===== src/include/mem_params.svh =====
`ifndef MEM_PARAMS_SVH
`define MEM_PARAMS_SVH

// number of writable ram pages, starting at page 0x00
`define RAM_PAGES 2

// bytes per ram page, selected by the low nibble of the address
`define PAGE_BYTES 16

// high byte where the vector rom region begins
`define ROM_BASE 8'h80

// full addresses of the vector bytes at the top of the map
`define VEC_NMI_ADDR 16'hFFFA
`define VEC_RST_ADDR 16'hFFFC
`define VEC_IRQ_ADDR 16'hFFFE

// vector contents, low byte first as the 6502 fetches them
`define VEC_NMI_LO 8'hAA
`define VEC_NMI_HI 8'hBB
`define VEC_RST_LO 8'hCC
`define VEC_RST_HI 8'hDD
`define VEC_IRQ_LO 8'hEE
`define VEC_IRQ_HI 8'hFF

`endif


===== src/hdl/memPkg.sv =====
`include "mem_params.svh"

package memPkg;

  // one byte of address or data on the processor bus
  typedef logic [7:0] busByte;

  // byte position within a page
  localparam int offsetBits = $clog2(`PAGE_BYTES);
  typedef logic [offsetBits-1:0] pageOffset;

  // page selector, kept at least one bit wide for a single-page build
  localparam int pageIdxBits = (`RAM_PAGES > 1) ? $clog2(`RAM_PAGES) : 1;
  typedef logic [pageIdxBits-1:0] pageIndex;

  // where an access lands in the memory map
  typedef enum logic [1:0]
  {
    regionRam,
    regionUnmapped,
    regionRom
  } regionType;

endpackage


===== src/hdl/pageBus.sv =====
// link between the decoder, one ram page and the read mux
interface pageBus;
  import memPkg::*;

  // high for one cycle when this page takes a write
  logic writeStrobe;

  // byte within the page, shared by reads and writes
  pageOffset offset;

  // byte to store on a write
  busByte writeData;

  // combinational read of the addressed byte
  busByte readData;

  // decoder drives the access, never looks back
  modport decoder (output writeStrobe, output offset, output writeData);

  // page stores on strobe and answers with its byte
  modport page (input writeStrobe, input offset, input writeData, output readData);

  // read mux only collects data
  modport reader (input readData);

endinterface


===== src/hdl/addressDecoder.sv =====
`include "mem_params.svh"

module addressDecoder
(
  input  memPkg::busByte    addressBusHigh,
  input  memPkg::busByte    addressBusLow,
  input  memPkg::busByte    dataBusOutput,
  input  logic              readNotWrite,
  pageBus.decoder           pages [`RAM_PAGES],
  output memPkg::regionType region,
  output memPkg::pageIndex  selectedPage
);
  import memPkg::*;

  // high byte alone picks the region
  always_comb
  begin
    if (addressBusHigh >= `ROM_BASE)
    begin
      region = regionRom;
    end
    else if (addressBusHigh < busByte'(`RAM_PAGES))
    begin
      region = regionRam;
    end
    else
    begin
      // below rom but past the last page
      region = regionUnmapped;
    end
  end

  // page number is the high byte, only meaningful in the ram region
  assign selectedPage = pageIndex'(addressBusHigh);

  // per-page strobe plus shared offset and data
  for (genvar i = 0; i < `RAM_PAGES; i++)
  begin : strobeGen
    // one page at most, and only when writing to ram
    assign pages[i].writeStrobe = !readNotWrite
                                  && (region == regionRam)
                                  && (addressBusHigh == busByte'(i));

    // low nibble picks the byte, upper nibble mirrors
    assign pages[i].offset = pageOffset'(addressBusLow);

    // same write data goes to every page
    assign pages[i].writeData = dataBusOutput;
  end

endmodule


===== src/hdl/memSystem.sv =====
`include "mem_params.svh"

module memSystem
(
  input  logic           clk,
  input  logic           nrst,
  input  memPkg::busByte addressBusHigh,
  input  memPkg::busByte addressBusLow,
  input  memPkg::busByte dataBusOutput,
  input  logic           readNotWrite,
  output memPkg::busByte dataBusInput
);
  import memPkg::*;

  // decoder results for the read mux
  regionType region;
  pageIndex  selectedPage;

  // vector rom output before direction gating
  busByte romData;

  // one link per ram page
  pageBus pageLinks [`RAM_PAGES] ();

  // region and strobe decode
  addressDecoder decoder
  (
    .addressBusHigh(addressBusHigh),
    .addressBusLow(addressBusLow),
    .dataBusOutput(dataBusOutput),
    .readNotWrite(readNotWrite),
    .pages(pageLinks),
    .region(region),
    .selectedPage(selectedPage)
  );

  // identical pages, each on its own link
  for (genvar i = 0; i < `RAM_PAGES; i++)
  begin : pageGen
    ramPage
    #(
      .pageNumber(i)
    )
    page
    (
      .clk(clk),
      .nrst(nrst),
      .bus(pageLinks[i])
    );
  end

  // fixed vectors at the top of the map
  vectorRom rom
  (
    .addressBusLow(addressBusLow),
    .addressBusHigh(addressBusHigh),
    .romData(romData)
  );

  // final read data select
  readMux mux
  (
    .region(region),
    .selectedPage(selectedPage),
    .readNotWrite(readNotWrite),
    .pages(pageLinks),
    .romData(romData),
    .dataBusInput(dataBusInput)
  );

endmodule


===== src/hdl/ramPage.sv =====
`include "mem_params.svh"

module ramPage
#(
  // index of this page in the map, for labelling checks
  parameter int pageNumber = 0
)
(
  input logic clk,
  input logic nrst,
  pageBus.page bus
);
  import memPkg::*;

  // page storage
  busByte mem [`PAGE_BYTES];

  // clocked write, whole page cleared while in reset
  always_ff @(posedge clk, negedge nrst)
  begin
    if (!nrst)
    begin
      for (int i = 0; i < `PAGE_BYTES; i++)
      begin
        mem[i] <= '0;
      end
    end
    else if (bus.writeStrobe)
    begin
      mem[bus.offset] <= bus.writeData;
    end
  end

  // read is combinational, no latency
  // the read mux decides whether it reaches the bus
  assign bus.readData = mem[bus.offset];

endmodule


===== src/hdl/readMux.sv =====
`include "mem_params.svh"

module readMux
(
  input  memPkg::regionType region,
  input  memPkg::pageIndex  selectedPage,
  input  logic              readNotWrite,
  pageBus.reader            pages [`RAM_PAGES],
  input  memPkg::busByte    romData,
  output memPkg::busByte    dataBusInput
);
  import memPkg::*;

  // page outputs gathered into a plain array for variable indexing
  busByte pageData [`RAM_PAGES];

  for (genvar i = 0; i < `RAM_PAGES; i++)
  begin : gatherGen
    assign pageData[i] = pages[i].readData;
  end

  // source select by region, bus held at zero while writing
  always_comb
  begin
    if (!readNotWrite)
    begin
      // write cycle, processor owns the data lines
      dataBusInput = '0;
    end
    else
    begin
      case (region)
        regionRam:
          dataBusInput = pageData[selectedPage];
        regionRom:
          dataBusInput = romData;
        // unmapped reads float to zero
        default:
          dataBusInput = '0;
      endcase
    end
  end

endmodule


===== src/hdl/vectorRom.sv =====
`include "mem_params.svh"

module vectorRom
(
  input  memPkg::busByte addressBusLow,
  input  memPkg::busByte addressBusHigh,
  output memPkg::busByte romData
);
  import memPkg::*;

  // full 16-bit address for the lookup
  logic [15:0] address;

  assign address = {addressBusHigh, addressBusLow};

  // six vector bytes, everything else in rom reads as zero
  always_comb
  begin
    case (address)
      `VEC_NMI_ADDR:
        romData = `VEC_NMI_LO;
      `VEC_NMI_ADDR + 16'd1:
        romData = `VEC_NMI_HI;
      // reset vector, the first fetch after reset
      `VEC_RST_ADDR:
        romData = `VEC_RST_LO;
      `VEC_RST_ADDR + 16'd1:
        romData = `VEC_RST_HI;
      `VEC_IRQ_ADDR:
        romData = `VEC_IRQ_LO;
      `VEC_IRQ_ADDR + 16'd1:
        romData = `VEC_IRQ_HI;
      default:
        romData = busByte'(0);
    endcase
  end

endmodule


===== config.mk =====
export PLATFORM = sky130hd
export DESIGN_NAME = memSystem
export DESIGN_NICKNAME = d
export VERILOG_FILES = /design/src/hdl/memPkg.sv /design/src/hdl/pageBus.sv /design/src/hdl/addressDecoder.sv /design/src/hdl/memSystem.sv /design/src/hdl/ramPage.sv /design/src/hdl/readMux.sv /design/src/hdl/vectorRom.sv
export VERILOG_INCLUDE_DIRS = /design/src /design/src/include
export SDC_FILE = /design/constraint.sdc
export NUM_CORES = 1
export LEC_CHECK = 0
export BUFFER_PORTS_ARGS = -buffer_cell sky130_fd_sc_hd__buf_2
export CAP_MARGIN = 0
export CORE_MARGIN = 2
export CORE_UTILIZATION = 45
export DETAILED_ROUTE_END_ITERATION = 12
export PLACE_DENSITY_LB_ADDON = 0.12
export SYNTH_ARGS = -nofsm -noshare
export SYNTH_HDL_FRONTEND = slang
export SYNTH_SLANG_ARGS = --single-unit
export TNS_END_PERCENT = 50

===== constraint.sdc =====
create_clock -name clk -period 4.6 [get_ports clk]
set_input_delay 1.38 -clock clk [delete_from_list [all_inputs] [get_ports clk]]
set_output_delay 1.38 -clock clk [all_outputs]
set_load 0.05 [all_outputs]

---- Word level (Yosys, flattened, before mapping) ----
Cells that the tools add are included.
storage, ports and cells
  register bits after elaboration ......... 256
  bits of input ports ..................... 27
  output and inout bits ................... 8
  logic and storage cells ................. 72
operators by class
  $lt $le $gt $ge ......................... 5
  eq/ne operators ......................... 8
  muxes and demuxes ....................... 18
  bitwise logic cells ..................... 2
  reductions and logical operators ........ 7
operators with widths
  cell                    count
  $bwmux W128             2
  $eq A16 B16 Y1 const B  6
  $mux W8                 9
  $bmux W8 S4             2
  $pmux W8 S6             1
  $demux W8 S4            1
  $pmux W8 S2             1
  $eq A8 B1 Y1 const B    1
  $ge A8 B8 Y1 const B    1
  $logic_not A8 Y1        1
  $lt A8 B2 Y1 const B    1
  $ge A5 B5 Y1 const B    1
  $lt A5 B1 Y1 const B    1
  $not A4 Y5              1
  $logic_and A1 B1 Y1     4
  $eq A2 B2 Y1 const B    1
  $ge A2 B2 Y1 const B    1
  $logic_not A2 Y1        1
  $mux W2                 1
  $not A1 Y2              1
  $logic_not A1 Y1        1
  $mux W1                 1

---- Depth between registers and ports, before layout ----
Gate-level depths: netlist (run 1).
  word-level depth ........................ 9
  mapped depth ............................ 8
  mapped depth without buffers ............ 4

---- By module ----
From an unflattened synthesis (run 1), not the netlist that was laid out.
unflattened totals
  cell total of the unflattened synthesis .. 812
  area, all modules ....................... 12,534.5 um^2
by module, submodules not included
  module          times used  cells an instance  area each (um^2)  seq. area each (um^2)
  ramPage         2           368                5,983.2           3,203.1
  addressDecoder  1           32                 242.7             0.0
  readMux         1           28                 215.2             0.0
  vectorRom       1           16                 110.1             0.0

---- Least setup slack after synthesis (run 1) ----
No wires, ideal clock.
  kind .................................... input-to-output
  start ................................... input addressBusLow[1]
  end ..................................... output dataBusInput[6]
  arrival time ............................ 4.172 ns
  required time ........................... 3.220 ns
  setup slack ............................. -0.952 ns
  stages on the path ...................... 6
  buffers on the path ..................... 2
  path through ............................ buf_2 -> buf_2 -> mux4_2 -> mux2i_1 -> mux2_2 -> o311ai_0
between the ends
  word-level cells in the longest chain between the ends .. 9
  elaborated cells between the ends (all ways) .. 19
  classes of those cells .................. eq/ne (6); mux (12); bitwise (1)
RTL lines
  item                                        RTL line         text
  start: declaration                          memSystem.sv:8   input memPkg::busByte addressBusLow,
  $not A4 Y5 (not written as such)            ramPage.sv:36    assign bus.readData = mem[bus.offset];
  $bmux W8 S4                                 ramPage.sv:36
  $mux W8 (not written as such) (2 in a row)  ramPage.sv:36
  $mux W8 (not written as such) (3 in a row)  readMux.sv:34    dataBusInput = pageData[selectedPage];
  $pmux W8 S2 (*)                             readMux.sv:32    case (region)
  $mux W8 (*)                                 readMux.sv:25    if (!readNotWrite)
  end: declaration                            memSystem.sv:11  output memPkg::busByte dataBusInput
Every way passes the cells marked *; elsewhere a longest branch is shown, timed or not. The select of a mux whose other input is x is not followed.

---- Final worst setup path (run 1) ----
  start ................................... input addressBusLow[1]
  end ..................................... output dataBusInput[2]
Same word-level chain as after synthesis.

==> metrics.cfg, run 1 <==
[run_status]
run_status = complete, but fails checks
violations = negative setup slack

[detailed_routing]
wl_per_cell_um = 25.4
drtAntennaViolNets = 0
viasPerCell = 5.95
vias = 7169
firstDrtPassIters = 5
finalWirelength_um = 30600
drtIter0Drc = 391
drc = 0

[cells_and_area]
final_common_cell = dfrtp_1
reg_top3 = pageGen.page.mem (256)
post-route-util_pct = 52.5
final_cell_count_no_fill = 1205
antennaDiodeCount = 0
final_cell_mix = 256 x dfrtp_1, 249 x mux2_2, 66 x mux4_2
top_register = pageGen.page.mem
largest_reg_flops = 256
nets = 871
drive_gt1_share_pct = 56.6
area_growth_pct = 15.6

[placed_design]
dp.cells = 1146
place.detailed.hpwl_um = 20000
port_buffers = 34
gp_congestion = 0.889

[global_routing]
antenna_found_initial = 0
grt_pass1_vias = 7763
grt_use_total_pct = 21.9
grt_pass1_wl_um = 46900
overflow = 0
grt_max_degree = 104

[job]
cap_viol_max_count = 0

[critical_path]
regToRegSetupSlack_ns = 3.80
r2r_start = pageGen[1].page.mem[77]$_DFFE_PN0P_
crit_buf_inv = 5
slowest_delay_ns = 0.52
path_delay_family = multiplexers
reg2regPathDepth = 1
critPathMaxFanout = 8
cp_num_cells = 9
crit_chain = buf_12, buf_16, buf_12, buf_12, mux4_2, mux4_2, nand3_2, o211ai_1, buf_4
cpMaxStageDelayCell = mux4_2
crit_type = in2out
crit_arrival_ns = 3.24
crit_path_frequent_cell = buf_12
end_kind = output pin
crit_end = dataBusInput[2]
start_kind = input pin
worstSetupStartpoint = addressBusLow[1]
required_ns = 3.22
r2r-end = pageGen[1].page.mem[77]$_DFFE_PN0P_

[power_and_ir_drop]
cellPowerDensity_nw_per_um2 = 333
p_seq_share_pct = 48.5
swShare_pct = 23.1
p_int_uw = 3600
leakage_uw = 0.00678
vdd_drop_max_v = 0.000292
combPwrFrac_pct = 6.2
clock_power_share_pct = 45.4
p_switching_uw = 1080

[cts]
ctsHoldBuffers = 0
cts_sinks = 256
clockRootBuffer = clkbuf_16
clock_path_buffers = 3
h-tree-depth = 1
path_clk_slew_ns = 0.06
numCtsBuffers = 28
insertion_delay_ns = 0.54
cts_tree = yes

[logic_synthesis]
syn_area_um2 = 12100
synth_fp_nets = 807
syn_inst = 780
syn_area_per_cell_um2 = 15.6
synthArstFlopShare_pct = 100
synth_edf_count = 0
yosys_warnings = 0
synth_seq_area_share_pct = 52.8
ys_types = 53
synth_ff_type = dfrtp_1
yosys_register_bits = 256

[timing]
slew_headroom_pct = 48.5
slew_viol_final = 0
finalHoldViolCount = 0
hold_ws_ns = 0.483
rsz0062_at_grt = yes
setup_slack_ns = -0.0183
period_share_pct = 100
setup_tns_ns = -0.0183
tightestPinTransition_ns = 0.768
period_needed_ns = 4.62
fin_worst_skew_ns = 0
fmax_ghz = 0.217
setup_viol_count_final = 1

[worst_hold_path]
hold_path.class = reg2reg

[floorplanning]
die_h_um = 168
start_util_pct = 45.4
die_area_um2 = 28300
die_w_um = 168
ios = 35
core_area_um2 = 26700
rows = 60

metal layers:
metal	vias up	GRT usage (%)	share of wire (%)
met5	-	0	0
met4	0	6.90	3.0
met3	52	2.87	2.9
met2	134	37.3	51
met1	3881	29.4	44
li1	3102	-	-
logic make-up after synthesis:
kind of cell / count (synthesis) / synth area share [%]
compound gates: 29 / 1.83
mux: 336 / 37.2
simple gates: 102 / 5.55
buf+inv: 57 / 2.71
flops: 256 / 52.8
cell usage after synthesis (6+ instances only):
| library cell | number | area [um2] |
|---|---|---|
| dfrtp_1 | 256 | 6410 |
| mux2_2 | 249 | 2800 |
| mux4_2 | 66 | 1490 |
| clkbuf_1 | 28 | 105 |
| nand2_1 | 25 | 93.8 |
| mux2i_1 | 12 | 120 |
| buf_2 | 9 | 45.0 |
| mux2_1 | 9 | 101 |
| dlygate4sd3_1 | 8 | 80.1 |
| nand3_1 | 8 | 40.0 |
| nor2_1 | 8 | 30.0 |
| nand3_2 | 7 | 70.1 |
| nor3_1 | 6 | 30.0 |
| o22ai_1 | 6 | 37.5 |
power groups by stage:
stage	sequential, uW	clock, uW	combinational [uW]
floorplan	2310	0	132
global placement	2310	0	263
detailed placement	2310	0	269
CTS	2270	2160	277
global route	2270	2270	312
finish	2270	2120	288
worst min-delay path by stage:
stage	cells after the start	startpoint	to	slack [ns]
after global routing	1	pageGen[1].page.mem[13]$_DFFE_PN0P_	pageGen[1].page.mem[13]$_DFFE_PN0P_	0.49
final	1	pageGen[1].page.mem[14]$_DFFE_PN0P_	pageGen[1].page.mem[14]$_DFFE_PN0P_	0.48
after CTS	1	pageGen[1].page.mem[14]$_DFFE_PN0P_	pageGen[1].page.mem[14]$_DFFE_PN0P_	0.49
after global placement	1	pageGen[1].page.mem[76]$_DFFE_PN0P_	pageGen[1].page.mem[76]$_DFFE_PN0P_	0.46
after detailed placement	1	pageGen[1].page.mem[14]$_DFFE_PN0P_	pageGen[1].page.mem[14]$_DFFE_PN0P_	0.47
after floorplan	1	pageGen[1].page.mem[14]$_DFFE_PN0P_	pageGen[1].page.mem[14]$_DFFE_PN0P_	0.45
stage by stage:
stage / power [uW] / cell area (um2) / setup slack (ns)
6_report: 4680 / 14000 / -0.0183
3_5_place_dp: 2580 / 12900 / -0.154
3_3_place_gp: 2570 / 12900 / -0.168
4_1_cts: 4710 / 13900 / 0.00243
2_1_floorplan: 2440 / 12100 / -0.357
5_1_grt: 4850 / 14000 / -0.0109
layout make-up:
type,instances,area [um2]
Sequential cell,256,6410
Fill cell,2205,12700
Tap cell,341,427
Inverter,2,7.51
Timing Repair Buffer,89,846
Multi-Input combinational cell,467,5470
Clock inverter,11,66.3
Clock buffer,39,813
repair_timing:
| action | CTS | global route |
|---|---|---|
| setup endpoints to repair | 7 | 7 |
| pin swaps | 0 | 3 |
| buffers inserted | 4 | 3 |
| gates resized for setup | 15 | 13 |
| cloned | 0 | 2 |
Note: power is estimated with default switching activity, not from simulation.
==> run 2, diff against run 1 <==
--- a/config.mk
+++ b/config.mk
@@ -11,7 +11,8 @@
 export CORE_MARGIN = 2
 export CORE_UTILIZATION = 45
 export DETAILED_ROUTE_END_ITERATION = 12
-export PLACE_DENSITY_LB_ADDON = 0.12
+export PLACE_DENSITY_LB_ADDON = 0.2
+export SLEW_MARGIN = 20
 export SYNTH_ARGS = -nofsm -noshare
 export SYNTH_HDL_FRONTEND = slang
 export SYNTH_SLANG_ARGS = --single-unit
==> metrics.cfg, run 2 (synthesized netlist as in run 1, its figures left out) <==
[critical_path]
reg2regPathDepth = 1
r2r_start = pageGen[0].page.mem[73]$_DFFE_PN0P_
end_kind = output pin
critPathMaxFanout = 6
regToRegSetupSlack_ns = 3.80
r2r-end = pageGen[0].page.mem[73]$_DFFE_PN0P_
crit_type = in2out
crit_arrival_ns = 3.22
start_kind = input pin
required_ns = 3.22

[timing]
tightestPinTransition_ns = 0.887
period_share_pct = 100
fmax_ghz = 0.217
period_needed_ns = 4.60
setup_viol_count_final = 1
setup_slack_ns = -0.00486
fin_worst_skew_ns = 0
slew_viol_final = 0
hold_ws_ns = 0.483
slew_headroom_pct = 40.9
finalHoldViolCount = 0
rsz0062_at_grt = yes

[cts]
clockRootBuffer = clkbuf_16
h-tree-depth = 1
cts_sinks = 256
cts_tree = yes
clock_path_buffers = 3
insertion_delay_ns = 0.54
path_clk_slew_ns = 0.06
ctsHoldBuffers = 0
numCtsBuffers = 28

[power_and_ir_drop]
cellPowerDensity_nw_per_um2 = 348
swShare_pct = 22.0
p_switching_uw = 1090
clock_power_share_pct = 48.3
combPwrFrac_pct = 5.9
p_seq_share_pct = 45.7
p_total_uw = 4960
vdd_drop_max_v = 0.000201
leakage_uw = 0.00688
p_int_uw = 3870

[job]
cap_viol_max_count = 0

[cells_and_area]
reg_top3 = pageGen.page.mem (256)
largest_reg_flops = 256
antennaDiodeCount = 0
final_cell_mix = 256 x dfrtp_1, 249 x mux2_2, 66 x mux4_2
fill_cells = 2177
finalInstanceArea_um2 = 14200
top_register = pageGen.page.mem
nets = 879
area_growth_pct = 17.1
final_common_cell = dfrtp_1
post-route-util_pct = 53.2
drive_gt1_share_pct = 57.1

[detailed_routing]
drtAntennaViolNets = 0
firstDrtPassIters = 5
vias = 7226
wl_per_cell_um = 25.2
drtIter0Drc = 555
drc = 0
viasPerCell = 5.95
finalWirelength_um = 30600

[global_routing]
overflow = 0
grt_pass1_wl_um = 47300
grt_max_degree = 113
antenna_found_initial = 0
grt_pass1_vias = 7795
grt_use_total_pct = 21.9

[floorplanning]
die_area_um2 = 28300
die_h_um = 168
core_area_um2 = 26700
ios = 35
start_util_pct = 45.4
rows = 60
die_w_um = 168

[placed_design]
place.detailed.hpwl_um = 20100
port_buffers = 34
dpl-instance-area_um2 = 13000
gp_congestion = 0.888

[worst_hold_path]
min_from = pageGen[1].page.mem[14]$_DFFE_PN0P_
worstHoldEndpoint = pageGen[1].page.mem[14]$_DFFE_PN0P_
hold_path_depth = 1
hold_path.class = reg2reg

[run_status]
violations = negative setup slack
run_status = complete, but fails checks

[run 2: cell count changes in the layout (fill, tap and decap cells not counted), sizes merged]
cell / before / now
clkbuf: 41 / 42
clkinv: 8 / 7
buf: 87 / 95
bufinv: 0 / 5
clkinvlp: 3 / 0
[run 2: critical path, cell delays in order]
cell and delay, ns:
buf_8 0.14, buf_12 0.15, mux4_2 0.52, mux4_2 0.51, nand3_1 0.11, o211ai_1 0.17, buf_4 0.25
[run 2: cell type report]
cell class	instances	area [um2]	share of cell area, %
well taps	341	427	3.00
flip-flops and latches	256	6410	45.0
clock buffers	40	807	5.67
multi-input cells	467	5490	38.6
inverters	2	7.51	0.0528
clock inverters	12	185	1.30
repair buffers	97	905	6.36
[run 2: metrics by stage]
| stage | setup WS (ns) | TNS (ns) | std cells |
|---|---|---|---|
| CTS | -0.00185 | -0.00185 | 1205 |
| floorplan | -0.357 | -0.627 | 780 |
| global route | -0.0431 | -0.0551 | 1215 |
| global placement | -0.195 | -0.320 | 1153 |
| detailed placement | -0.220 | -0.349 | 1153 |
| finish | -0.00486 | -0.00486 | 1215 |
[run 2: what timing repair did]
action,CTS,global route
endpoints found under the setup margin,5,8
gates cloned,1,2
setup buffers,0,8
pin swaps,1,2
gates resized for setup,12,16
[run 2: power by group through the flow]
stage | Sequential [uW] | Combinational [uW] | Clock (uW)
finish | 2270 | 293 | 2400
global route | 2270 | 317 | 2550
floorplan | 2310 | 132 | 0
detailed placement | 2310 | 274 | 0
global placement | 2310 | 268 | 0
CTS | 2270 | 280 | 2440
[run 2: worst max path at each step]
stage                                  to              from  cells after the start  slack (ns)
final                     dataBusInput[2]  addressBusLow[0]                      7      -0.005
after global routing      dataBusInput[3]  addressBusLow[1]                      8       -0.04
after CTS                 dataBusInput[7]  addressBusLow[0]                      8      -0.002
after detailed placement  dataBusInput[6]  addressBusLow[0]                      9       -0.22
after global placement    dataBusInput[6]  addressBusLow[0]                      9       -0.20
after floorplan           dataBusInput[6]  addressBusLow[1]                      6       -0.36
[run 2: routing by layer]
layer,up-vias,GRT usage [%],routed length [um]
met4,0,5.77,823
met5,-,0,0
met1,3870,29.5,12900
met2,180,37.4,15500
met3,53,3.48,1430
li1,3123,-,-
==> run 3, diff against run 2 <==
--- a/config.mk
+++ b/config.mk
@@ -12,6 +12,7 @@
 export CORE_UTILIZATION = 45
 export DETAILED_ROUTE_END_ITERATION = 12
 export PLACE_DENSITY_LB_ADDON = 0.2
+export RECOVER_POWER = 50
 export SLEW_MARGIN = 20
 export SYNTH_ARGS = -nofsm -noshare
 export SYNTH_HDL_FRONTEND = slang
==> metrics.cfg, run 3 (synthesized netlist as in run 1, its figures left out) <==
[run_status]
run_status = complete, but fails checks
violations = max-capacitance violations, max-slew violations, negative setup slack

[cells_and_area]
finalInstanceArea_um2 = 14200
fill_cells = 2186
reg_top3 = pageGen.page.mem (256)
multi_input_area_um2 = 5480
top_register = pageGen.page.mem
drive_gt1_share_pct = 56.8
area_growth_pct = 16.8
ff_latch_area_um2 = 6410
final_cell_mix = 256 x dfrtp_1, 249 x mux2_2, 66 x mux4_2
antennaDiodeCount = 0
nets = 879
final_cell_count_no_fill = 1215
largest_reg_flops = 256
final_common_cell = dfrtp_1
post-route-util_pct = 53.1

[power_and_ir_drop]
leakage_uw = 0.00686
swShare_pct = 22.0
clock_power_share_pct = 48.4
p_switching_uw = 1090
p_seq_share_pct = 45.8
vdd_drop_max_v = 0.000201
combPwrFrac_pct = 5.8
cellPowerDensity_nw_per_um2 = 349
p_int_uw = 3860
p_total_uw = 4950

[critical_path]
slowest_delay_ns = 0.52
required_ns = 3.22
crit_buf_inv = 3
crit_arrival_ns = 3.23
critPathMaxFanout = 6
path_delay_family = multiplexers
crit_path_frequent_cell = mux4_2
start_kind = input pin
crit_chain = buf_8, buf_12, mux4_2, mux4_2, nand3_1, o211ai_1, buf_4
end_kind = output pin
cpMaxStageDelayCell = mux4_2
crit_type = in2out

[cts]
clockRootBuffer = clkbuf_16
numCtsBuffers = 28
insertion_delay_ns = 0.54
clock_path_buffers = 3
cts_tree = yes
cts_sinks = 256
path_clk_slew_ns = 0.06
ctsHoldBuffers = 0
h-tree-depth = 1

[detailed_routing]
drc = 0
vias = 7215
dr_wl_met3_um = 1250
drtIter0Drc = 502
firstDrtPassIters = 5
wl_met2_um = 15600
viasPerCell = 5.94
top_layer_used = met4
drtAntennaViolNets = 0
wl_per_cell_um = 25.2
finalWirelength_um = 30600
wl_met1_um = 13100

[placed_design]
dpl-instance-area_um2 = 13000
dp.cells = 1153
port_buffers = 34
place.detailed.hpwl_um = 20100
place_ws_ns = -0.220
gp_congestion = 0.888

[timing]
period_needed_ns = 4.61
fin_worst_skew_ns = 0
slew_viol_final = 112
rsz0062_at_grt = yes
tightestPinTransition_ns = 2.87
setup_slack_ns = -0.00718
setup_viol_count_final = 1
fmax_ghz = 0.217
finalHoldViolCount = 0
period_share_pct = 100
slew_headroom_pct = -91.3

[floorplanning]
core_area_um2 = 26700
rows = 60
start_util_pct = 45.4
die_area_um2 = 28300
die_h_um = 168
ios = 35
die_w_um = 168

[global_routing]
grt_max_degree = 113
antenna_found_initial = 0
overflow = 0
grt_pass1_vias = 7795
grt_use_total_pct = 21.9
grt_pass1_wl_um = 47300

[worst_hold_path]
hold_path.class = reg2reg

[job]
cap_viol_max_count = 1

-- run 3: final timing paths --
| kind | cells past startpoint | start | slack (ns) | end |
|---|---|---|---|---|
| max in group asynchronous | 2 | nrst | 0.75 | pageGen[0].page.mem[35]$_DFFE_PN0P_ |
| max | 7 | addressBusLow[0] | -0.007 | dataBusInput[2] |
| min reg2reg | 1 | pageGen[1].page.mem[14]$_DFFE_PN0P_ | 0.48 | pageGen[1].page.mem[14]$_DFFE_PN0P_ |
| min | 1 | pageGen[1].page.mem[14]$_DFFE_PN0P_ | 0.48 | pageGen[1].page.mem[14]$_DFFE_PN0P_ |
| max reg2reg | 1 | pageGen[0].page.mem[73]$_DFFE_PN0P_ | 3.79 | pageGen[0].page.mem[73]$_DFFE_PN0P_ |
| min in group asynchronous | 1 | nrst | 1.73 | pageGen[0].page.mem[85]$_DFFE_PN0P_ |
-- run 3: per-stage QoR --
step	hold slack (ns)	setup TNS, ns
floorplan	0.452	-0.627
detailed placement	0.471	-0.349
finish	0.484	-0.00718
global route	0.504	-0.0551
CTS	0.484	-0.00185
global placement	0.465	-0.320
-- run 3: layout make-up --
class | count | area share [%]
Clock inverter | 12 | 1.31
Sequential cell | 256 | 45.2
Multi-Input combinational cell | 467 | 38.6
Clock buffer | 40 | 5.69
Inverter | 2 | 0.0529
Timing Repair Buffer | 97 | 6.16
Tap cell | 341 | 3.01
-- run 3: timing repair --
action / in CTS / in global routing
pin swaps: 1 / 2
endpoints found under the setup margin: 5 / 8
resized for setup: 12 / 16
gates cloned: 1 / 2
setup buffers: 0 / 8
-- run 3: power by group through the flow --
stage | Combinational, uW | Sequential (uW) | Clock (uW)
finish | 289 | 2270 | 2400
global route | 314 | 2270 | 2550
CTS | 280 | 2270 | 2440
detailed placement | 274 | 2310 | 0
global placement | 268 | 2310 | 0
floorplan | 132 | 2310 | 0
-- run 3: metal layers --
| metal | vias up | global-route usage (%) |
|---|---|---|
| met5 | - | 0 |
| met3 | 46 | 3.48 |
| met1 | 3890 | 29.5 |
| met4 | 0 | 5.77 |
| met2 | 160 | 37.4 |
| li1 | 3119 | - |
